**src/design/dcache_defines.svh**
```systemverilog
`ifndef DCACHE_DEFINES_SVH
`define DCACHE_DEFINES_SVH

// Address split, byte address = {tag, index, offset}
`define DC_ADDR_W      32
`define DC_OFFSET_W    4   // 16-byte lines
`define DC_INDEX_W     6   // 64 sets
`define DC_TAG_W       (`DC_ADDR_W - `DC_INDEX_W - `DC_OFFSET_W)

// 32-bit words per line
`define DC_LINE_WORDS  4

// Requester queue depth, also the requester's starting credits
`define DC_REQ_CREDITS 2

// Outstanding memory requests allowed
`define DC_MEM_CREDITS 1

`endif

```
**src/design/dcache_req_queue.sv**
```systemverilog
`default_nettype none
`timescale 1ns/10ps

`include "dcache_defines.svh"

module dcache_req_queue (
    input  wire logic                  clk,
    input  wire logic                  rst,

    input  wire logic                  push_i,
    input  wire logic                  push_write_i,
    input  wire logic [`DC_ADDR_W-1:0] push_addr_i,
    input  wire logic [31:0]           push_wdata_i,
    input  wire logic [3:0]            push_wmask_i,

    input  wire logic                  pop_i,
    output logic                       valid_o,     // Head entry present
    output logic                       write_o,
    output logic [`DC_ADDR_W-1:0]      addr_o,
    output logic [31:0]                wdata_o,
    output logic [3:0]                 wmask_o,

    output logic                       credit_o     // One pulse per pop
);

    localparam int DEPTH = `DC_REQ_CREDITS;
    localparam int PW    = (DEPTH > 1) ? $clog2(DEPTH) : 1;
    localparam int CW    = $clog2(DEPTH + 1);

    logic                  write_mem [DEPTH];
    logic [`DC_ADDR_W-1:0] addr_mem  [DEPTH];
    logic [31:0]           wdata_mem [DEPTH];
    logic [3:0]            wmask_mem [DEPTH];

    logic [PW-1:0] wr_ptr_q;
    logic [PW-1:0] rd_ptr_q;
    logic [CW-1:0] count_q;
    logic          full;

    assign full    = (count_q == CW'(DEPTH));
    assign valid_o = (count_q != '0);
    assign write_o = write_mem[rd_ptr_q];
    assign addr_o  = addr_mem[rd_ptr_q];
    assign wdata_o = wdata_mem[rd_ptr_q];
    assign wmask_o = wmask_mem[rd_ptr_q];

    // Payload storage
    always_ff @(posedge clk) begin
        if (push_i) begin
            write_mem[wr_ptr_q] <= push_write_i;
            addr_mem[wr_ptr_q]  <= push_addr_i;
            wdata_mem[wr_ptr_q] <= push_wdata_i;
            wmask_mem[wr_ptr_q] <= push_wmask_i;
        end
    end

    always_ff @(posedge clk) begin
        if (rst) begin
            wr_ptr_q <= '0;
            rd_ptr_q <= '0;
            count_q  <= '0;
            credit_o <= 1'b0;
        end else begin
            credit_o <= pop_i;  // Credit back one cycle after the pop
            if (push_i) begin
                wr_ptr_q <= (wr_ptr_q == PW'(DEPTH - 1)) ? '0 : wr_ptr_q + 1'b1;
            end
            if (pop_i) begin
                rd_ptr_q <= (rd_ptr_q == PW'(DEPTH - 1)) ? '0 : rd_ptr_q + 1'b1;
            end
            case ({push_i, pop_i})
                2'b10:   count_q <= count_q + 1'b1;
                2'b01:   count_q <= count_q - 1'b1;
                default: count_q <= count_q;  // Both or neither
            endcase
        end
    end

    // Requester must honour credits
    a_no_push_full: assert property (@(posedge clk) disable iff (rst) push_i |-> !full)
        else $error("request queue push while full");
    a_no_pop_empty: assert property (@(posedge clk) disable iff (rst) pop_i |-> valid_o)
        else $error("request queue pop while empty");

endmodule

`default_nettype wire

```
**config.mk**
```make
export PLATFORM = sky130hd
export DESIGN_NAME = dcache_req_queue
export DESIGN_NICKNAME = d
export VERILOG_FILES = /design/src/design/dcache_req_queue.sv
export VERILOG_INCLUDE_DIRS = /design/src /design/src/design
export SDC_FILE = /design/constraint.sdc
export NUM_CORES = 1
export LEC_CHECK = 0
export ABC_CLOCK_PERIOD_IN_PS = 4700
export BUFFER_PORTS_ARGS = -buffer_cell sky130_fd_sc_hd__buf_2
export CAP_MARGIN = 10
export CORE_MARGIN = 4
export CORE_UTILIZATION = 45
export CTS_CLUSTER_DIAMETER = 100
export DETAILED_ROUTE_END_ITERATION = 6
export GPL_TIMING_DRIVEN = 0
export PLACE_DENSITY = 0.68
export SYNTH_ARGS = -nofsm -noshare
export SYNTH_HDL_FRONTEND = slang
export SYNTH_SLANG_ARGS = --single-unit
```
**constraint.sdc**
```tcl
create_clock -name clk -period 4.7 [get_ports clk]
set_input_delay 0 -clock clk [delete_from_list [all_inputs] [get_ports clk]]
set_output_delay 0 -clock clk [all_outputs]
set_load 0.02 [all_outputs]
```
Word-level counts from Yosys, hierarchy flattened
Memories as Yosys holds them, arrays and structs flattened. A register that Yosys moved wholly into a read port is not among the register bits.
Index checks and enable logic that the tools add are counted.

word-level totals
  flip-flop bits (word level) = 5
  bits in writable memories = 138
  input bits = 73
  output and inout port bits = 71
  word-level logic and storage cells = 29
  memories kept = 4

memories
  memory     depth  width  read ports  clocked after memory_dff  write ports  line                    source
  addr_mem   2      32     1           1                         1            dcache_req_queue.sv:31  logic [`DC_ADDR_W-1:0] addr_mem [DEPTH];
  wdata_mem  2      32     1           1                         1            dcache_req_queue.sv:32  logic [31:0] wdata_mem [DEPTH];
  wmask_mem  2      4      1           1                         1            dcache_req_queue.sv:33  logic [3:0] wmask_mem [DEPTH];
  write_mem  2      1      1           1                         1            dcache_req_queue.sv:30  logic write_mem [DEPTH];

operators by class
  $add $sub $neg = 4
  equality and inequality tests = 2
  muxes and demuxes = 13
  reduce and logical (&&, ||, !) cells = 2

operator list
  cell                   number
  $mux W1                12
  $pmux W2 S2            1
  $reduce_bool A2 Y1     2
  $add A1 B1 Y1 const B  2
  $add A2 B1 Y2 const B  1
  $eq A2 B1 Y1 const B   1
  $eq A2 B2 Y1 const B   1
  $sub A2 B1 Y2 const B  1

Depth between registers and ports, before layout
Gate-level depths: netlist (run 1).

  word-level depth = 4
  gate-level depth with buffers = 5
  gate-level depth less buffers = 5

Worst setup path before layout (run 1)
No wires, ideal clock.

  path type = flip-flop to flip-flop
  start point = reg wr_ptr_q
  end point = mem addr_mem[0][0] in the netlist's numbering (enable)
  library setup time = 0.498 ns
  arrival = 3.211 ns
  data required time = 4.202 ns
  setup slack = 0.991 ns
  stages on the path, launching flop included = 2
  buffers on the path = 0
  period minus slack after synthesis = 3.709 ns
  cells stage by stage = dfxtp_1 > nor2_1

RTL lines
  what                    line                    source
  start, declared         dcache_req_queue.sv:35  logic [PW-1:0] wr_ptr_q;
  start signal, assigned  dcache_req_queue.sv:66  wr_ptr_q <= (wr_ptr_q == PW'(DEPTH - 1)) ? '0 : wr_ptr_q + 1'b1;
  end, declared           dcache_req_queue.sv:31

No word-level cell before the write port.

Worst setup path in the final report (run 1)
  start point = reg wr_ptr_q
  end point = mem wdata_mem[0][19] (enable)

RTL lines
  what           line
  end, declared  dcache_req_queue.sv:32

No word-level cell before the write port.

==> impl_results.md, run 1 <==
* Outcome: completed
* Remaining DRCs at 0
* DR pass1 iterations at 4
* Placed Instance Area at approximately 6200 µm²
* Post-Synth XOR/XNOR Area at 0.00668
* Routed met3 length at 666 µm
* DR WL/cell at 16.1 µm
* Final worst setup slack at 3.00 ns
* Top post-synthesis cells by count: edfxtp_1, mux2_2, mux2_4
* CP Launch Type: flip-flop
* Die height at 116 µm
* Post-synthesis simple-gate area fraction at 0.00835
* CTS tree: done
* Post-synth EDFFs at approximately 140
* Global-route wire length before repair at 15900 µm
* Layout cell share with drive strength beyond 1 at 0.523
* DR top layer: met4
* Setup bufs post-CTS at 0
* Synth top area share at 0.790
* Total gr overflow at 0
* Fin cells at 632
* CTS max path bufs at 2
* Synthesized Nets at between 300 and 400
* H-Tree Depth at 4
* Placer Congestion at 0.647
* Fill count at 794
* Synth Area in Compound Gates at 0.00191
* Critical path arrival at roughly 1.8 ns
* Cts bufs inserted at 17
* DP Cell Count at 527
* Most frequent cell after synthesis: edfxtp_1
* Max-cap violations at 0
* Routed WL at 10200 µm
* Adder-cell share of the synthesized area at 0.00239
* Root Driver: clkbuf_16
* Final Hold Vio Count at 0
* Main synth FF type: edfxtp_1
* Global Route Usage Sum at 0.157
* Cells after Synth at 238
* Mux share of post-synthesis cell area at 0.155
* RSZ-0062 raised after global routing: false
* Initial DRC Count at 83
* Clock Latency Late Sink at 0.40 ns
* Die X at 116 µm
* Metal2 WL at 5350 µm
* Post-route cell area at 7510 µm²
* Post-CTS sizing at 0
* Post-DR vias/cell at 4.61
* Reg clk slew, reported paths at roughly 0.060 ns
* Row count at 39
* Detail Route Antenna Nets at 0
* Clk sinks at 144
* Worst slew pin tran at 0.656 ns
* Leak at 2.90 nW
* Port Buffers at 143
* Syn Area/Cell at between 20 and 25 µm²
* Met1 WL at 4090 µm
* Crit Path Class: flip-flop to flip-flop
* Core ar. at ~11000 µm²
* Max-slew violation count at 0
* Layout Area Growth over Synthesis at 43.2%
* Ys async rst share at 0
* Initial antenna violation count at 1
* Initial core utilization at 0.459
* Largest family of logic cells by synthesized area: multiplexers
* Pwr/cell area at 428 nW/µm²
* Flops & latches, synth at 144
* Final nets at 549
* Fin crit period at 1.70 ns
* VDD IR max at 212 µV
* Largest net degree at the start of global routing at 44
* Crit end category: flip-flop
* Post-synthesis sequential area ratio at 0.813
* Fin crit share at 0.362
* Synth Warn # at 0
* WP data required at 4.79 ns
* Pre-CTS setup slack at between 2 and 3 ns
* Max-slew headroom at 0.562
* Post-CTS Hold Buffers at 72
* Post-Syn Area at 5240 µm²
* Hold Crit Class: primary input to flip-flop
* Total die area at 13400 µm²
* Maximum clock frequency at slightly below 600 MHz
* Synth area leaders: edfxtp_1, mux2_2, mux2_4
* Area leader, netlist: edfxtp_1
* Setup violators final at 0
* I/O pin cnt at 144
* Worst-path maximum fanout at 26
* HPWL Detailed at 6340 µm
* Number of global-route vias before repair at 3327
* Clk_skew at roughly 0.0089 ns
* DR vias at 2915
* Post-synth cell types at 17
-- cell type report --
cell class	count	area [µm²]	share of cell area
flip-flops and latches	144	4260	0.568
repair buffers	218	1500	0.200
multi-input cells	85	926	0.123
clock buffers	18	429	0.0572
well taps	143	179	0.0238
clock inverters	14	140	0.0187
plain buffers	8	58.8	0.00783
inverters	1	3.75	0.000500
diodes	1	2.50	0.000333
-- cells in the final DEF (no fill, tap or decap), drive strengths merged --
master,instances
dfxtp,6
o21ai,1
mux2,69
a21oi,1
buf,154
xor2,1
diode,1
clkinvlp,3
ha,1
clkbuf,18
nor2,5
dlygate4sd3,72
xnor2,3
edfxtp,138
and2,1
inv,3
bufinv,2
or3,1
nor2b,1
clkinv,7
or2,1
-- per-layer routing --
metal | up-vias | track usage
met5 | - | 0
met4 | 0 | 0.0472
met3 | 4 | 0.0574
met2 | 96 | 0.277
met1 | 1399 | 0.180
li1 | 1416 | -
-- sequential cells by signal (all words and copies together) (netlist names), named ones only --
name       cells
wr_ptr_q       1
count_q        2
wdata_mem     64
write_mem      2
credit_o       1
addr_mem      64
rd_ptr_q       1
wmask_mem      8
-- worst paths after layout --
| check | start | to | slack [ns] | cells past startpoint |
|---|---|---|---|---|
| setup / recovery | wr_ptr_q$_SDFFE_PP0P_ | wdata_mem[0][19]$_DFFE_PP_ | 3.00 | 3 |
| hold / removal | push_i | wdata_mem[0][11]$_DFFE_PP_ | 0.18 | 3 |
| setup reg to reg | wr_ptr_q$_SDFFE_PP0P_ | wdata_mem[0][19]$_DFFE_PP_ | 3.00 | 3 |
| hold reg to reg | count_q[1]$_SDFFE_PP0P_ | count_q[1]$_SDFFE_PP0P_ | 0.50 | 2 |
-- report_power, final --
part | switching [mW] | internal [mW] | leakage [nW]
registers | 0.0189 | 1.50 | 1.35
logic | 0.227 | 0.199 | 1.28
clock network | 0.492 | 0.779 | 0.272
total | 0.737 | 2.47 | 2.90
-- logic make-up (layout without fill, tap and decap cells) --
kind of cell / count (synthesis) / count (layout)
other cells: 0 / 1
xor+xnor: 4 / 4
buf+inv: 9 / 259
simple gates: 9 / 9
mux: 69 / 69
compound gates: 2 / 2
flops: 144 / 144
fa+ha+maj: 1 / 1
-- through the flow --
stage	setup TNS [ns]	util	hold WS [ns]	total power [mW]
3_3_place_gp	-51.62	0.537	0.189	1.91
4_1_cts	0	0.657	0.170	3.25
2_1_floorplan	0	-	0.0691	1.78
3_5_place_dp	0	0.544	0.193	1.92
6_report	0	0.657	0.180	3.21
5_1_grt	0	0.657	0.201	3.34
-- critical path, stage by stage (launching register included) --
cell and delay, ns:
dfxtp_1 0.35, nor2_4 0.54, buf_12 0.28, buf_12 0.21
Note: power is estimated with default switching activity, not from simulation.
==> inputs of run 2 (changes only) <==
--- a/config.mk
+++ b/config.mk
@@ -6,7 +6,7 @@
 export SDC_FILE = /design/constraint.sdc
 export NUM_CORES = 1
 export LEC_CHECK = 0
-export ABC_CLOCK_PERIOD_IN_PS = 4700
+export ABC_CLOCK_PERIOD_IN_PS = 1700
 export BUFFER_PORTS_ARGS = -buffer_cell sky130_fd_sc_hd__buf_2
 export CAP_MARGIN = 10
 export CORE_MARGIN = 4
==> constraint.sdc (replaced) <==
create_clock -name clk -period 1.7 [get_ports clk]
set_input_delay 0 -clock clk [delete_from_list [all_inputs] [get_ports clk]]
set_output_delay 0 -clock clk [all_outputs]
set_load 0.02 [all_outputs]
==> impl_results.md, run 2 (synthesized netlist as in run 1, its figures left out) <==
* Critical path arrival at 1.61 ns
* Leading cell type in the layout, fill and taps excluded: buf_2
* TNS Setup at 0 ns
* DR pass1 iterations at 4
* Global-route wire length before repair at ~16000 µm
* Worst path slowest cell: dfxtp_1
* DR WL/cell at 16.0 µm
* DP Cell Count at 527
* Initial DRC Count at 119
* Setup violators final at 0
* Crit path cell chain: buf_6 > buf_8 > buf_12 > mux2_4 > buf_2
* Initial antenna violation count at 0
* Total power draw at 8.88 mW
* Pre-CTS setup slack at 0.120 ns
* Clk sinks at 144
* Commonest cells after routing, fill and taps aside: buf_2, edfxtp_1, dlygate4sd3_1, mux2_2, clkbuf_16
* Maximum clock frequency at 620 MHz
* Fin crit share at 0.949
* I/O pin cnt at 144
* CTS tree: done
* Initial core utilization at 0.459
* Post-route cell area at 7520 µm²
* Ant diodes at 0
* Fin cells at 631
* Largest net degree at the start of global routing at 39
* Layout Area Growth over Synthesis at 43.5%
* Fill count at between 800 and 900
* Post-DR vias/cell at 4.69
* VDD IR max at roughly 640 µV
* Fin crit period at approximately 1.6 ns
* Total die area at around 13000 µm²
* Pwr/cell area at 1180 nW/µm²
* Worst slew pin tran at 0.795 ns
* Max-cap violations at 0
* WP data required at 1.70 ns
* Global Route Usage Sum at 0.159
* Final hold slack at between 0.2 and 0.25 ns
* Layout cell share with drive strength beyond 1 at 0.525
* Outcome: completed
* CP Launch Type: flip-flop
* HPWL Detailed at 6390 µm
* Detail Route Antenna Nets at 0
* Worst-path maximum fanout at 10
* Port Buffers at 143
* Buf/Inv on CP at 4
* Root Driver: clkbuf_16
* Leak at 2.90 nW
* Die height at between 100 and 150 µm
* Clk_skew at 0.00708 ns
* Worst path max stage delay at 0.32 ns
* Core ar. at 11400 µm²
* Final Util at 0.659
* Setup bufs post-CTS at 0
* Top Family by Delay on Critical Path: buffers and inverters
* Total gr overflow at 0
* Placed Instance Area at 6210 µm²
* CTS max path bufs at 2
* Crit end category: primary output
* Routed WL at just over 10000 µm
* Register area at 4270 µm²
* Top flop regs: addr_mem (64), wdata_mem (64), wmask_mem (8)
* Max-slew violation count at 0
* Max-slew headroom at 0.469
* Placer Congestion at 0.665
* DR vias at about 3000
* Clock Latency Late Sink at 0.40 ns
* RSZ-0062 raised after global routing: true
* H-Tree Depth at 4
* Hold Crit Class: primary input to flip-flop
* Crit Path Class: flip-flop to primary output
* Reg clk slew, reported paths at about 0.060 ns
* Final Hold Vio Count at 0
* Row count at 39
* Cts bufs inserted at 17
* Final worst setup slack at 0.0870 ns
* Area of the multi-input gates at 926 µm²
* Die X at 116 µm
* Final nets at 549
* Number of global-route vias before repair at 3184
* Remaining DRCs at 0
-- run 2: cell count changes in the layout (fill, tap and decap cells not counted), sizes merged --
cell and delta:
buf -3, clkbuf +3, clkinv +1, clkinvlp -1, diode -1
-- run 2: report_power, final --
group	switching, mW	internal (mW)	leakage (nW)	total (mW)
Combinational	0.629	0.562	1.28	1.19
Sequential	0.0512	4.13	1.35	4.19
Clock	1.35	2.15	0.276	3.51
-- run 2: cell type report --
cell class / count / area share
Sequential cell: 144 / 0.567
Timing Repair Buffer: 218 / 0.199
Multi-Input combinational cell: 85 / 0.123
Clock buffer: 18 / 0.0570
Tap cell: 143 / 0.0238
Clock inverter: 14 / 0.0188
Buffer: 8 / 0.0111
Inverter: 1 / 0.000499
-- run 2: worst register-to-register path: cells and delay by family (launching register included) --
kind          cells  cell delay, ns
buf+inv           1            0.28
flops             1            0.34
simple gates      1            0.61
-- run 2: per-layer routing --
layer,vias to the layer above,wire length (µm),share of wire,global-route usage
li1,1423,-,-,-
met1,1428,4000,0.40,0.189
met2,96,5370,0.53,0.273
met3,10,638,0.063,0.0522
met4,0,101,0.010,0.0541
met5,-,0,0,0
-- run 2: final timing paths --
check / startpoint / to / slack [ns] / depth (start not counted)
max: flip-flop / addr_o[16] / 0.09 / 5
min reg2reg: count_q[1]$_SDFFE_PP0P_ / count_q[1]$_SDFFE_PP0P_ / 0.52 / 2
max reg2reg: wr_ptr_q$_SDFFE_PP0P_ / addr_mem[0][25]$_DFFE_PP_ / 0.16 / 2
min: push_i / addr_mem[0][5]$_DFFE_PP_ / 0.21 / 3
-- run 2: what timing repair did --
action	4_1_cts	5_1_grt
setup endpoints to repair	10	50
hold buffers	72	0
gates resized for setup	1	8
endpoints found under the hold margin	144	0
==> inputs of run 3 (changes only) <==
--- a/config.mk
+++ b/config.mk
@@ -9,12 +9,15 @@
 export ABC_CLOCK_PERIOD_IN_PS = 1700
 export BUFFER_PORTS_ARGS = -buffer_cell sky130_fd_sc_hd__buf_2
 export CAP_MARGIN = 10
+export CELL_PAD_IN_SITES_DETAIL_PLACEMENT = 2
+export CELL_PAD_IN_SITES_GLOBAL_PLACEMENT = 2
 export CORE_MARGIN = 4
-export CORE_UTILIZATION = 45
+export CORE_UTILIZATION = 38
 export CTS_CLUSTER_DIAMETER = 100
 export DETAILED_ROUTE_END_ITERATION = 6
 export GPL_TIMING_DRIVEN = 0
-export PLACE_DENSITY = 0.68
+export PLACE_DENSITY = 0.77
+export SKIP_CTS_REPAIR_TIMING = 1
 export SYNTH_ARGS = -nofsm -noshare
 export SYNTH_HDL_FRONTEND = slang
 export SYNTH_SLANG_ARGS = --single-unit
==> impl_results.md, run 3 (synthesized netlist as in run 1, its figures left out) <==
* DP Cell Count at 560
* Die X at 125 µm
* Power share of the sequential group at 0.440
* Combinational fraction of design power at 0.130
* Setup violators final at 0
* CTS max path bufs at 2
* Leading cell type in the layout, fill and taps excluded: buf_2
* Post-DR vias/cell at 4.60
* Layout Area Growth over Synthesis at 46.2%
* Total die area at 15700 µm²
* Sw frac at 0.221
* Worst path slowest cell: mux2_2
* Worst R2R Start: wr_ptr_q$_SDFFE_PP0P_
* Final Util at 0.572
* Initial antenna violation count at 0
* Placer Congestion at 0.681
* Reg clk slew, reported paths at 0.06 ns
* Reg2Reg Setup Slack at 0.31 ns
* DR vias at 3065
* Clk sinks at ~140
* Pwr/cell area at 1250 nW/µm²
* Port Buffers at 143
* DR pass1 iterations at 4
* Core ar. at roughly 13000 µm²
* Layout cell share with drive strength beyond 1 at 0.522
* H-Tree Depth at 4
* Max-slew violation count at 0
* Outcome: completed
* Number of global-route vias before repair at 3150
* Top flop regs: addr_mem (64), wdata_mem (64), wmask_mem (8)
* Routed WL at roughly 14000 µm
* Fin crit period at 1.67 ns
* Maximum clock frequency at 600 MHz
* Detail Route Antenna Nets at 0
* Largest net degree at the start of global routing at 54
* Leak at a little under 3 nW
* Root Driver: clkbuf_16
* Cts bufs inserted at 17
* Die height at 125 µm
* Initial DRC Count at between 100 and 150
* Worst r2r dst: write_mem[1]$_DFFE_PP_
* CTS tree: done
* Global-route wire length before repair at approximately 17000 µm
* Final nets at 551
* DR WL/cell at 20.5 µm
* Clock Latency Late Sink at 0.41 ns
* Critical Path End: wdata_o[12]
* Area of the multi-input gates at between 900 and 1000 µm²
* WP data required at about 1.7 ns
* NetSw at 2.11 mW
* RSZ-0062 raised after global routing: true
* Worst path max stage delay at 0.39 ns
* Global Route Usage Sum at 0.149
* Total gr overflow at 0
* VDD IR max at 631 µV
* Top Family by Delay on Critical Path: buffers and inverters
* Commonest cells after routing, fill and taps aside: buf_2, edfxtp_1, dlygate4sd3_1, mux2_2, clkbuf_16
* Max-cap violations at 0
* Fin crit share at 0.980
* Max-slew headroom at 0.807
* Initial core utilization at 0.391
* Hold Crit Class: primary input to flip-flop
* Buf/Inv on CP at 3
* Clk_skew at 0.00833 ns
* Final worst setup slack at between 0.03 and 0.04 ns
* I/O pin cnt at 144
* Pint at 7.44 mW
* Fill count at 1162
* CP Launch Type: flip-flop
* Fin cells at 666
* Worst-path maximum fanout at 10
* Register area at 4270 µm²
* Final hold slack at around 0.32 ns
* Critical path arrival at 1.67 ns
* Crit path cell chain: buf_6 > clkbuf_4 > mux2_2 > buf_2
* Pre-CTS setup slack at 0.0277 ns
* Crit end category: primary output
* R2R cell count at 2
* HPWL Detailed at around 8000 µm
* CP Depth at 4
* Crit Path Class: flip-flop to primary output
* Worst slew pin tran at 0.289 ns
* Final Hold Vio Count at 0
* Clock power share at 0.430
* Row count at between 40 and 50
* Ant diodes at 0
* Remaining DRCs at 0
-- run 3: cell types whose count changed in the layout (fill, tap and decap cells not counted), sizes merged --
cell and delta:
clkbuf +3, clkinv -4, inv -2, dlygate4sd3 +1, bufinv +4
-- run 3: power groups by stage --
stage	logic, mW	registers, mW	clock network, mW
after global placement	1.03	4.26	0
after CTS	1.09	4.20	4.17
after global routing	1.33	4.22	4.38
after floorplan	0.661	4.25	0
after detailed placement	1.08	4.27	0
final	1.24	4.20	4.10
-- run 3: worst min path at each step --
stage / from / to / slack [ns] / cells after the start
floorplan: rst / wr_ptr_q$_SDFFE_PP0P_ / 0.06 / 1
global placement: push_wdata_i[2] / wdata_mem[0][2]$_DFFE_PP_ / 0.19 / 1
detailed placement: push_addr_i[20] / addr_mem[0][20]$_DFFE_PP_ / 0.19 / 1
CTS: push_addr_i[20] / addr_mem[0][20]$_DFFE_PP_ / -0.25 / 1
global route: push_addr_i[11] / addr_mem[0][11]$_DFFE_PP_ / 0.31 / 2
finish: push_wmask_i[3] / wmask_mem[0][3]$_DFFE_PP_ / 0.32 / 2
-- run 3: routing by layer --
| metal | track usage | up-vias | share of wire |
|---|---|---|---|
| met5 | 0 | - | 0 |
| met4 | 0.0631 | 0 | 0.013 |
| met3 | 0.0469 | 16 | 0.053 |
| met2 | 0.278 | 102 | 0.56 |
| met1 | 0.153 | 1533 | 0.38 |
| li1 | - | 1414 | - |
-- run 3: worst reg2reg max path, stage by stage (launching register included) --
cell and delay, ns:
dfxtp_2 0.38, and2_4 0.34, buf_16 0.32
-- run 3: stage by stage --
step	cell area, µm²	power [mW]	setup TNS, ns
after CTS	6910	9.46	-0.904
after global routing	7660	9.93	-0.564
after global placement	6190	5.28	-77.83
final	7660	9.55	0
after floorplan	5250	4.91	-3.54
after detailed placement	6260	5.36	0
-- run 3: layout make-up --
| cell class | count | area share |
|---|---|---|
| Sequential cell | 144 | 0.556 |
| Timing Repair Buffer | 220 | 0.198 |
| Multi-Input combinational cell | 85 | 0.121 |
| Clock buffer | 20 | 0.0570 |
| Tap cell | 176 | 0.0287 |
| Clock inverter | 12 | 0.0279 |
| Buffer | 8 | 0.0101 |
| Inverter | 1 | 0.000490 |
