<file path="src/design/dcache_defines.svh">
`ifndef DCACHE_DEFINES_SVH
`define DCACHE_DEFINES_SVH

// Address split, byte address = {tag, index, offset}
`define DC_ADDR_W      32
`define DC_OFFSET_W    4   // 16-byte lines
`define DC_INDEX_W     6   // 64 sets
`define DC_TAG_W       (`DC_ADDR_W - `DC_INDEX_W - `DC_OFFSET_W)

// 32-bit words per line
`define DC_LINE_WORDS  4

// Requester queue depth, also the requester's starting credits
`define DC_REQ_CREDITS 2

// Outstanding memory requests allowed
`define DC_MEM_CREDITS 1

`endif

</file>
<file path="src/design/dcache_pkg.sv">
`default_nettype none

`include "dcache_defines.svh"

package dcache_pkg;

    typedef logic [`DC_TAG_W-1:0]   dc_tag_t;
    typedef logic [`DC_INDEX_W-1:0] dc_index_t;

    // Whole line, word 0 in the low bits
    typedef logic [`DC_LINE_WORDS*32-1:0] dc_line_t;

    // One metadata entry per set
    typedef struct packed {
        dc_tag_t tag;
        logic    dirty;  // Line differs from memory
        logic    valid;
    } dc_meta_t;

    typedef enum logic [2:0] {
        INIT,       // Clearing valid bits after reset
        IDLE,
        LOOKUP,     // Pop and read both RAMs
        COMPARE,    // Tag check on RAM output
        WB_REQ,     // Dirty victim out to memory
        FILL_REQ,   // Line read request
        FILL_WAIT,  // Waiting for refill data
        REPLAY      // Answer the missed request
    } dc_state_e;

endpackage

`default_nettype wire

</file>
<file path="src/design/mem_pkg.sv">
`default_nettype none

`include "dcache_defines.svh"

package mem_pkg;

    // Single command bit on the memory port
    typedef enum logic {
        MEM_READ_LINE  = 1'b0,
        MEM_WRITE_LINE = 1'b1  // Writeback, answered by credit only
    } mem_cmd_e;

    // Line as memory sees it, word 0 low
    typedef logic [`DC_LINE_WORDS*32-1:0] mem_line_t;

endpackage

`default_nettype wire

</file>
<file path="src/design/dcache_ctrl.sv">
`default_nettype none
`timescale 1ns/10ps

`include "dcache_defines.svh"

module dcache_ctrl
    import dcache_pkg::*;
    import mem_pkg::*;
(
    input  wire logic                  clk,
    input  wire logic                  rst,

    // Request queue head
    input  wire logic                  q_valid_i,
    input  wire logic                  q_write_i,
    input  wire logic [`DC_ADDR_W-1:0] q_addr_i,
    output logic                       q_pop_o,

    // Metadata RAM
    output logic                       meta_rd_en_o,
    output dc_index_t                  meta_rd_addr_o,
    input  wire dc_meta_t              meta_rd_i,
    output logic                       meta_wr_en_o,
    output dc_index_t                  meta_wr_addr_o,
    output dc_meta_t                   meta_wr_o,

    // Data RAM
    output logic                       data_rd_en_o,
    output dc_index_t                  data_rd_addr_o,
    output logic                       data_wr_en_o,
    output dc_index_t                  data_wr_addr_o,
    output logic                       fill_sel_o,       // Write refill line, not RAM line

    output logic                       rsp_valid_o,

    // Memory port
    output logic                       mem_req_valid_o,
    output mem_cmd_e                   mem_req_cmd_o,
    output logic [`DC_ADDR_W-1:0]      mem_req_addr_o,
    input  wire logic                  mem_credit_i,
    input  wire logic                  mem_rsp_valid_i
);

    localparam int CW = $clog2(`DC_MEM_CREDITS + 1);

    dc_state_e             state_q, state_d;
    dc_index_t             init_idx_q;     // Sweep pointer
    logic [CW-1:0]         credits_q;
    logic [`DC_ADDR_W-1:0] req_addr_q;     // Popped request
    logic                  req_write_q;

    dc_tag_t   req_tag;
    dc_index_t req_idx;
    logic      hit;
    logic      has_credit;

    assign req_tag    = req_addr_q[`DC_ADDR_W-1 -: `DC_TAG_W];
    assign req_idx    = req_addr_q[`DC_OFFSET_W +: `DC_INDEX_W];
    assign hit        = meta_rd_i.valid && (meta_rd_i.tag == req_tag);
    assign has_credit = (credits_q != '0);

    // Both RAMs read the queue head; written at the held request index
    assign meta_rd_addr_o = q_addr_i[`DC_OFFSET_W +: `DC_INDEX_W];
    assign data_rd_addr_o = q_addr_i[`DC_OFFSET_W +: `DC_INDEX_W];
    assign meta_wr_addr_o = (state_q == INIT) ? init_idx_q : req_idx;
    assign data_wr_addr_o = req_idx;

    always_comb begin
        state_d         = state_q;
        q_pop_o         = 1'b0;
        meta_rd_en_o    = 1'b0;
        data_rd_en_o    = 1'b0;
        meta_wr_en_o    = 1'b0;
        meta_wr_o       = '0;            // Sweep writes invalid entries
        data_wr_en_o    = 1'b0;
        fill_sel_o      = 1'b0;
        rsp_valid_o     = 1'b0;
        mem_req_valid_o = 1'b0;
        mem_req_cmd_o   = MEM_READ_LINE;
        mem_req_addr_o  = {req_addr_q[`DC_ADDR_W-1:`DC_OFFSET_W], {`DC_OFFSET_W{1'b0}}};
        case (state_q)
            INIT: begin
                meta_wr_en_o = 1'b1;
                if (init_idx_q == '1) state_d = IDLE;  // Last set cleared
            end
            IDLE: begin
                if (q_valid_i) state_d = LOOKUP;
            end
            LOOKUP: begin
                q_pop_o      = 1'b1;
                meta_rd_en_o = 1'b1;
                data_rd_en_o = 1'b1;
                state_d      = COMPARE;
            end
            COMPARE: begin
                if (hit) begin
                    rsp_valid_o = 1'b1;
                    if (req_write_q) begin
                        data_wr_en_o = 1'b1;              // Merged hit line
                        meta_wr_en_o = 1'b1;
                        meta_wr_o    = '{tag: req_tag, dirty: 1'b1, valid: 1'b1};
                    end
                    state_d = IDLE;
                end else if (meta_rd_i.valid && meta_rd_i.dirty) begin
                    state_d = WB_REQ;
                end else begin
                    state_d = FILL_REQ;
                end
            end
            WB_REQ: begin
                // Victim tag and line stay on the RAM outputs meanwhile
                mem_req_valid_o = has_credit;
                mem_req_cmd_o   = MEM_WRITE_LINE;
                mem_req_addr_o  = {meta_rd_i.tag, req_idx, {`DC_OFFSET_W{1'b0}}};
                if (has_credit) state_d = FILL_REQ;
            end
            FILL_REQ: begin
                mem_req_valid_o = has_credit;
                if (has_credit) state_d = FILL_WAIT;
            end
            FILL_WAIT: begin
                if (mem_rsp_valid_i) begin
                    data_wr_en_o = 1'b1;
                    fill_sel_o   = 1'b1;
                    meta_wr_en_o = 1'b1;
                    meta_wr_o    = '{tag: req_tag, dirty: req_write_q, valid: 1'b1};
                    state_d      = REPLAY;
                end
            end
            REPLAY: begin
                rsp_valid_o = 1'b1;  // Word was captured at the fill
                state_d     = IDLE;
            end
            default: state_d = IDLE;
        endcase
    end

    always_ff @(posedge clk) begin
        if (rst) begin
            state_q     <= INIT;
            init_idx_q  <= '0;
            credits_q   <= CW'(`DC_MEM_CREDITS);
            req_write_q <= 1'b0;
        end else begin
            state_q <= state_d;
            if (state_q == INIT) init_idx_q <= init_idx_q + 1'b1;
            if (q_pop_o) req_write_q <= q_write_i;
            case ({mem_req_valid_o, mem_credit_i})
                2'b10:   credits_q <= credits_q - CW'(1);  // Spent
                2'b01:   credits_q <= credits_q + CW'(1);  // Returned
                default: credits_q <= credits_q;
            endcase
        end
    end

    always_ff @(posedge clk) begin
        if (q_pop_o) req_addr_q <= q_addr_i;
    end

    // A returned credit with none spent must find room below the limit
    a_credit_bound: assert property (@(posedge clk) disable iff (rst)
        mem_credit_i && !mem_req_valid_o |-> credits_q != CW'(`DC_MEM_CREDITS))
        else $error("memory credit count above limit");
    a_rsp_in_fill_wait: assert property (@(posedge clk) disable iff (rst)
        mem_rsp_valid_i |-> state_q == FILL_WAIT)
        else $error("memory response outside refill wait");

endmodule

`default_nettype wire

</file>
<file path="config.mk">
export PLATFORM = sky130hd
export DESIGN_NAME = dcache_ctrl
export DESIGN_NICKNAME = d
export VERILOG_FILES = /design/src/design/dcache_pkg.sv /design/src/design/mem_pkg.sv /design/src/design/dcache_ctrl.sv
export VERILOG_INCLUDE_DIRS = /design/src /design/src/design
export SDC_FILE = /design/constraint.sdc
export NUM_CORES = 1
export LEC_CHECK = 0
export ABC_AREA = 1
export BUFFER_PORTS_ARGS = -buffer_cell sky130_fd_sc_hd__buf_2
export CAP_MARGIN = 20
export CORE_UTILIZATION = 48
export DETAILED_ROUTE_END_ITERATION = 6
export PLACE_DENSITY = 0.92
export SLEW_MARGIN = 25
export SYNTH_ARGS = -nofsm -noshare
export SYNTH_HDL_FRONTEND = slang
export SYNTH_SLANG_ARGS = --single-unit
export TNS_END_PERCENT = 50
</file>
<file path="constraint.sdc">
create_clock -name clk -period 6.43 [get_ports clk]
set_clock_uncertainty 0.05 [all_clocks]
set_input_delay 0.3215 -clock clk [delete_from_list [all_inputs] [get_ports clk]]
set_output_delay 0.3215 -clock clk [all_outputs]
set_load 0.005 [all_outputs]
</file>
# == After elaboration in Yosys (flattened, before gate mapping) ==
# Index checks and enable logic that the tools add are counted.
# word_totals
regBits,43
out_inout_bits,89
wordCells,56
# op_classes
add_sub_neg,3
n_eq_ne,16
mux,26
reduce_logical,6
# op_table
operator,count
$mux W24,3
$pmux W24 S2,1
$mux W32,1
$pmux W3 S8,1
$eq A22 B22 Y1,1
$mux W3,6
$eq A3 B3 Y1 const B,4
$ne A2 B2 Y1 const B,5
$mux W1,9
$add A6 B1 Y6 const B,1
$eq A3 B2 Y1 const B,2
$eq A6 B6 Y1 const B,1
$mux W6,1
$pmux W1 S2,3
$reduce_and A5 Y1,1
$eq A3 B1 Y1 const B,1
$logic_not A3 Y1,1
$pmux W1 S3,1
$eq A2 B1 Y1 const B,1
$eq A2 B2 Y1 const B,1
$logic_and A1 B1 Y1,2
$reduce_bool A2 Y1,1
$reduce_or A2 Y1,1
$add A1 B1 Y1 const B,1
$sub A1 B1 Y1 const B,1

# == Logic depth before layout (Yosys ltp) ==
# Gate-level depths: netlist (run 1).
# depth
ltp_word,5
mapped_depth,10

# == Least setup slack after synthesis (run 1) ==
# No wires, ideal clock.
# synth_path
path_type,register to output
start,register state_q[0]
end,output meta_rd_en_o
arrival_time_ns,2.121
required_time_ns,6.058
slack_ns,3.937
stages_incl_launch_ff,5
cell_sequence,dfxtp_1 inv_2 nand2_1 nor2_1 buf_4
# synth_between
elab_chain_len,2
# synth_lines
element,line_no,rtl
from (decl),dcache_ctrl.sv:46,"dc_state_e state_q, state_d;"
from (signal assigned),dcache_ctrl.sv:145,state_q <= state_d;
$eq A3 B2 Y1,-,
$mux W1,-,
to (decl),dcache_ctrl.sv:20,"output logic meta_rd_en_o,"
# Every way passes these cells.

==> results of run 1 <==
## stage by stage
stage          util, %  hold slack, ns  setup slack [ns]  area, um^2  total power, mW
6_report          63.2           0.171              3.89        3290            0.952
5_1_grt           63.2           0.154              3.72        3290             1.02
4_1_cts           63.2           0.163              3.88        3290            0.960
3_5_place_dp      61.3           0.438              4.20        3190            0.779
3_3_place_gp      61.3           0.424              4.19        3190            0.761
2_1_floorplan        -           0.341              3.94        2660            0.651
## worst max-delay path, stage by stage (launching register included)
cell and delay (ns):
edfxtp_1 0.45, xnor2_1 0.20, nand3_1 0.12, nor2_2 0.19, nand4_4 0.47, a21boi_1 0.32
buf_2 0.15
## how the worst min path moves through the flow
stage | startpoint | to | slack (ns) | depth (start not counted)
finish | q_addr_i[23] | req_addr_q[23] | 0.17 | 1
global placement | init_idx_q[5] | init_idx_q[5] | 0.42 | 2
floorplan | rst | init_idx_q[0] | 0.34 | 1
CTS | q_addr_i[18] | req_addr_q[18] | 0.16 | 1
global route | q_addr_i[13] | req_addr_q[13] | 0.15 | 1
detailed placement | init_idx_q[5] | init_idx_q[5] | 0.44 | 2
## power by group
part	switching (mW)	total, mW	internal, mW
registers	0.0435	0.388	0.344
logic	0.234	0.386	0.152
clock network	0.0806	0.179	0.0979
## Yosys cell counts
cell type / number
nand2_1: 115
inv_1: 35
buf_4: 31
nor2_1: 29
o21ai_0: 29
edfxtp_1: 28
a21oi_2: 18
inv_2: 18
dfxtp_1: 11
a21oi_1: 9
buf_2: 6
nor3_1: 6
nand3_1: 5
a21boi_1: 3
nor2_2: 3
buf_6: 2
nor2_4: 2
o21ai_1: 2
clkbuf_1: 1
clkinv_1: 1
conb_1: 1
ha_1: 1
nand2_2: 1
nand2b_1: 1
nand3_2: 1
nand4_4: 1
nor3b_1: 1
o22ai_1: 1
xnor2_1: 1
## cell type report
type | instances | area, um^2
Fill cell | 466 | 1920
Multi-Input combinational cell | 233 | 1120
Sequential cell | 39 | 1060
Timing Repair Buffer | 143 | 718
Inverter | 54 | 203
Clock buffer | 8 | 100
Tap cell | 70 | 87.6
## layer usage
layer  vias to the layer above  track usage [%]  routed length [um]  share of wire, %
li1                       1332                -                   -                 -
met2                       115             43.2                3490                53
met3                        10             3.47                 386               5.8
met4                         0             7.12                 102               1.5
met1                      1168             24.6                2650                40
met5                         -                0                   0                 0
## sequential cells by signal, summed over array words and instances, names as in the netlist
name	cells
req_addr_q	28
init_idx_q	6
req_write_q	1
state_q	3
credits_q	1
## logic make-up (layout without fill, tap and decap cells)
logic type | Yosys count | count (layout)
DFF | 39 | 39
adders and majority gates | 1 | 1
AOI/OAI and AO/OA | 62 | 62
other | 1 | 4
xor gates and xnor gates | 1 | 1
buffers and inverters | 94 | 205
and+or+nand+nor | 165 | 165
==> impl_metrics.env, run 1 <==
export IMPL_synthMuxAreaShare_pct=0
export IMPL_postCtsHoldBufs=0
export IMPL_r2r_slack_ns=4.71
export IMPL_netlist_area_um2=2650
export IMPL_synth_compound_area_share_pct=14.6
export IMPL_cts_buffer_depth=2
export IMPL_critPathMaxFanout=25
export IMPL_grt_usage_pct=22.3
export IMPL_p_per_area_nw_per_um2=290
export IMPL_syn_inst=363
export IMPL_drt_iter0_drc=139
export IMPL_drtPass1Iterations=4
export IMPL_finalCritPeriodShare_pct=39.4
export IMPL_cts_resized=0
export IMPL_regToRegStartpoint="state_q[0]"
export IMPL_htree_levels=2
export IMPL_r2r_end="req_addr_q[21]"
export IMPL_drcViolationCount=0
export IMPL_die_x_um=76.3
export IMPL_die_h_um=76.3
export IMPL_final_cell_mix="142 x buf_2, 115 x nand2_1, 35 x inv_1"
export IMPL_fin_cells=547
export IMPL_critPathArrivalTime_ns=2.16
export IMPL_clkTransAtPathRegs_ns=0.08
export IMPL_setup_viol=0
export IMPL_crit_type="reg2out"
export IMPL_yosys_warnings=0
export IMPL_cp_startpoint="req_addr_q[20]"
export IMPL_synth_largest_area_cell="edfxtp_1"
export IMPL_ys_types=29
export IMPL_place_inst=539
export IMPL_synth_area_leaders="edfxtp_1 32%, nand2_1 16%, buf_4 8.8%, dfxtp_1 8.3%, a21oi_2 5.9%"
export IMPL_final_common_cell="buf_2"
export IMPL_ys_seq_elements=39
export IMPL_cts_setup_buffers=0
export IMPL_endpoint_kind="output port"
export IMPL_cts_root_buf="clkbuf_8"
export IMPL_clock_fmax_mhz=394
export IMPL_hold_class="in2reg"
export IMPL_hold_violations=0
export IMPL_drive_gt1_share_pct=40.9
export IMPL_cts_tree="built"
export IMPL_grt_pass1_wl_um=10500
export IMPL_synth_simple_area_share_pct=25.9
export IMPL_vias=2625
export IMPL_design_die_area_um2=5830
export IMPL_grt_pass1_vias=2429
export IMPL_grt_max_degree=44
export IMPL_diodes=0
export IMPL_synthAdderAreaFrac_pct=0.472
export IMPL_core_rowCount=26
export IMPL_required_ns=6.06
export IMPL_gp_congestion=0.822
export IMPL_clock_sink_count=39
export IMPL_synthXorXnorAreaFrac_pct=0.330
export IMPL_min_period_ns=2.54
export IMPL_slew_headroom_pct=39.3
export IMPL_p_leak_nw=1.73
export IMPL_worstMarginPinSlew_ns=0.909
export IMPL_synth_top_family_by_area="simple AND/OR/NAND/NOR gates"
export IMPL_port_buffers=142
export IMPL_reg2reg_depth=3
export IMPL_nets=539
export IMPL_dpl_hpwl_um=5110
export IMPL_critPathCapture="meta_wr_o[1]"
export IMPL_avgSynthCellArea_um2=7.31
export IMPL_wl_um=6620
export IMPL_area_delta_synth_final_pct=24.0
export IMPL_finalMaxSlewViolations=0
export IMPL_start_util_pct=51.0
export IMPL_setup_tns_final_ns=0
export IMPL_cts_made_buffers=5
export IMPL_overflow=0
export IMPL_synth_top_area_share_pct=31.7
export IMPL_rsz0062_at_grt="no"
export IMPL_ir_drop_v=0.000197
export IMPL_io_pin_count=151
export IMPL_core_area_um2=5200
export IMPL_start_kind="flip-flop"
export IMPL_wl_per_cell_um=12.1
export IMPL_ant_nets=0
export IMPL_ys_seq_area_share_pct=40.0
export IMPL_cap_violations=0
export IMPL_antenna_found_initial=0
export IMPL_post_drt_via_cell_ratio=4.80
export IMPL_status="complete, no violations"
export IMPL_worst_skew_pair_late_latency_ns=0.27
Note: power is estimated with default switching activity, not from simulation.
==> run 2: changes to the inputs <==
ABC_AREA = 0   (was 1)
CORE_UTILIZATION = 45   (was 48)
PLACE_DENSITY = 0.87   (was 0.92)
clock period = 2.5 ns   (was 6.43 ns; I/O delays follow)
==> run 2 against run 1 <==
Combinational power fell by 58%. Utilization rose by 3.0 points. Worst hold slack got worse by 0.14 ns. Non-clock buffer count rose by 39. Routed wire length rose by 21%. Global-route usage rose by 3.9 points. Critical path depth did not move. Flip-flop and latch count did not move. Clock power rose to 2.7 times the previous value. Critical path type unchanged. Critical endpoint is now meta_wr_o[10]. Largest power group unchanged. Highest routed layer unchanged.
==> impl_metrics.env, run 2 <==
export IMPL_synth_largest_area_cell="edfxtp_1"
export IMPL_regToRegStartpoint="req_addr_q[24]"
export IMPL_cts_made_buffers=5
export IMPL_start_util_pct=47.5
export IMPL_r2r_end="state_q[2]"
export IMPL_largest_reg_flops=28
export IMPL_cts_buffer_depth=2
export IMPL_hold_depth=3
export IMPL_synth_top_family_by_area="simple AND/OR/NAND/NOR gates"
export IMPL_final_common_cell="buf_2"
export IMPL_start_kind="flip-flop"
export IMPL_finalCritPeriodShare_pct=95.5
export IMPL_p_per_area_nw_per_um2=365
export IMPL_antenna_found_initial=0
export IMPL_critPathMaxFanout=24
export IMPL_r2r_slack_ns=0.63
export IMPL_finalMaxSlewViolations=0
export IMPL_synth_top_area_share_pct=31.5
export IMPL_grt_pass1_wl_um=12600
export IMPL_core_rowCount=27
export IMPL_port_buffers=142
export IMPL_synth_compound_area_share_pct=7.88
export IMPL_status="complete, no violations"
export IMPL_avgSynthCellArea_um2=9.70
export IMPL_synth_simple_area_share_pct=17.2
export IMPL_hold_class="in2reg"
export IMPL_critPathArrivalTime_ns=2.21
export IMPL_post_drt_via_cell_ratio=5.52
export IMPL_power_mw=1.36
export IMPL_grt_usage_pct=26.2
export IMPL_largest_register="req_addr_q"
export IMPL_slowest_stage="or4_4"
export IMPL_ys_flop_type="edfxtp_1"
export IMPL_setup_viol=0
export IMPL_grt_max_degree=27
export IMPL_synthMuxAreaShare_pct=12.6
export IMPL_synthAdderAreaFrac_pct=0.469
export IMPL_cp_slowest_stage_delay_ns=0.57
export IMPL_die_h_um=79.0
export IMPL_fillers=446
export IMPL_wl_um=8020
export IMPL_syn_inst=275
export IMPL_yosys_warnings=0
export IMPL_synth_most_common_cell="nand2_1"
export IMPL_final_cell_mix="142 x buf_2, 32 x nand2_1, 29 x mux2_2"
export IMPL_final_cell_area_um2=3710
export IMPL_dpl_instance_area_um2=3280
export IMPL_netlist_area_um2=2670
export IMPL_design_die_area_um2=6240
export IMPL_cap_violations=0
export IMPL_rsz0062_at_grt="no"
export IMPL_reg2reg_depth=4
export IMPL_crit_type="reg2out"
export IMPL_ys_types=36
export IMPL_overflow=0
export IMPL_nets=482
export IMPL_synth_common_cells="32 x nand2_1, 31 x buf_4, 29 x mux2_2"
export IMPL_endpoint_kind="output port"
export IMPL_grt_pass1_vias=2659
export IMPL_synth_area_leaders="edfxtp_1 32%, mux2_2 12%, buf_4 8.7%, dfxtp_1 8.3%, nand4_1 6.6%"
export IMPL_worst_skew_pair_late_latency_ns=0.29
export IMPL_ys_seq_elements=39
export IMPL_io_pin_count=151
export IMPL_cts_root_buf="clkbuf_8"
export IMPL_cts_tree="built"
export IMPL_drive_gt1_share_pct=47.9
export IMPL_worstHoldStart="q_write_i"
export IMPL_drcViolationCount=0
export IMPL_hold_violations=0
export IMPL_required_ns=2.33
export IMPL_clkTransAtPathRegs_ns=0.08
export IMPL_core_area_um2=5610
export IMPL_setup_tns_final_ns=0
export IMPL_synthXorXnorAreaFrac_pct=9.20
export IMPL_crit_chain="xnor2_1 > nand4_1 > or4_4 > buf_6 > o21ai_1 > buf_2"
export IMPL_drt_iter0_drc=206
export IMPL_dpl_hpwl_um=5260
export IMPL_diodes=0
export IMPL_top_regs="req_addr_q x28, init_idx_q x6, state_q x3"
export IMPL_async_reset_ff_share_pct=0
export IMPL_slew_headroom_pct=60.9
export IMPL_vias=2715
export IMPL_clock_sink_count=39
export IMPL_clock_fmax_mhz=419
export IMPL_holdPathEnd="req_write_q"
export IMPL_min_period_ns=2.39
export IMPL_die_x_um=79.0
export IMPL_ir_drop_v=0.000353
export IMPL_wl_per_cell_um=16.3
export IMPL_ys_seq_area_share_pct=39.8
export IMPL_p_leak_nw=1.56
export IMPL_drtPass1Iterations=5
export IMPL_gp_congestion=0.828
export IMPL_htree_levels=2
export IMPL_ant_nets=0
export IMPL_worstMarginPinSlew_ns=0.586
export IMPL_synth_edf_count=28
export IMPL_area_delta_synth_final_pct=39.2
run 2: changes by cell type after synthesis, moves of 18 or more:
cell | before | now
a21oi_2 | 18 | 0
mux2_2 | 0 | 29
o21ai_0 | 29 | 4
inv_2 | 18 | 0
nand4_1 | 0 | 28
nand2_1 | 115 | 32
nor2_1 | 29 | 11
inv_1 | 35 | 2
o21ai_1 | 2 | 22
run 2: how the worst max path moves through the flow:
stage,slack (ns),start,end,cells after the start
4_1_cts,0.04,req_addr_q[10],data_wr_en_o,6
3_5_place_dp,0.37,req_addr_q[12],data_wr_en_o,6
3_3_place_gp,0.37,req_addr_q[21],meta_wr_o[12],6
5_1_grt,0.009,req_addr_q[27],meta_wr_o[12],6
6_report,0.11,req_addr_q[24],meta_wr_o[10],6
2_1_floorplan,0.05,state_q[0],req_addr_q[10],3
run 2: metrics by stage:
stage | util [%] | setup WS (ns) | hold slack (ns) | cells
after floorplan | - | 0.0465 | 0.174 | 278
after global placement | 58.4 | 0.371 | 0.252 | 453
after detailed placement | 58.4 | 0.370 | 0.253 | 453
after CTS | 65.3 | 0.0418 | 0.0280 | 489
after global routing | 66.2 | 0.00924 | 0.0453 | 492
final | 66.2 | 0.113 | 0.0321 | 492
run 2: where the power goes:
part           leakage [nW]  internal, mW  switching [mW]  total (mW)
Combinational          1.16        0.0952          0.0677       0.163
Clock                0.0539         0.259           0.231       0.490
Sequential            0.342         0.696         0.00648       0.703
Total                  1.56          1.05           0.305        1.36
run 2: what timing repair did:
item / in CTS / in global routing
hold endpoints to repair: 28 / 0
hold buffers: 28 / 0
buffers inserted: 0 / 3
gates resized for setup: 0 / 6
setup endpoints to repair: 0 / 26
run 2: logic make-up (layout without fill, tap and decap cells):
family                   count (synthesis)  in the layout
AO/OA/AOI/OAI                           37             37
AND/OR/NAND/NOR                         89             89
flip-flops                              39             39
XOR/XNOR                                28             28
multiplexers                            30             30
other                                    1              4
buffers and inverters                   50            192
adder cells (fa/ha/maj)                  1              1
run 2: critical path: cells and delay by family, from the launching register on:
kind            cells  cell delay [ns]
simple gates        2             0.72
buf+inv             2             0.34
xor+xnor            1             0.19
compound gates      1             0.18
flops               1             0.48
run 2: per-layer routing:
metal / share of wire (%) / vias to the layer above / global-route usage [%]
met3: 7.3 / 39 / 5.52
met1: 37 / 1244 / 30.9
met5: 0 / - / 0
li1: - / 1252 / -
met4: 4.4 / 0 / 13.3
met2: 52 / 180 / 44.9
run 2: final cells by class:
type                            instances  area [um^2]  area share (%)
Tap cell                               72         90.1            2.43
Timing Repair Buffer                  182         1110            29.9
Inverter                                2         7.51           0.202
Multi-Input combinational cell        189         1340            36.0
Sequential cell                        39         1060            28.6
Clock buffer                            7         97.6            2.63
Clock inverter                          1         6.26           0.169
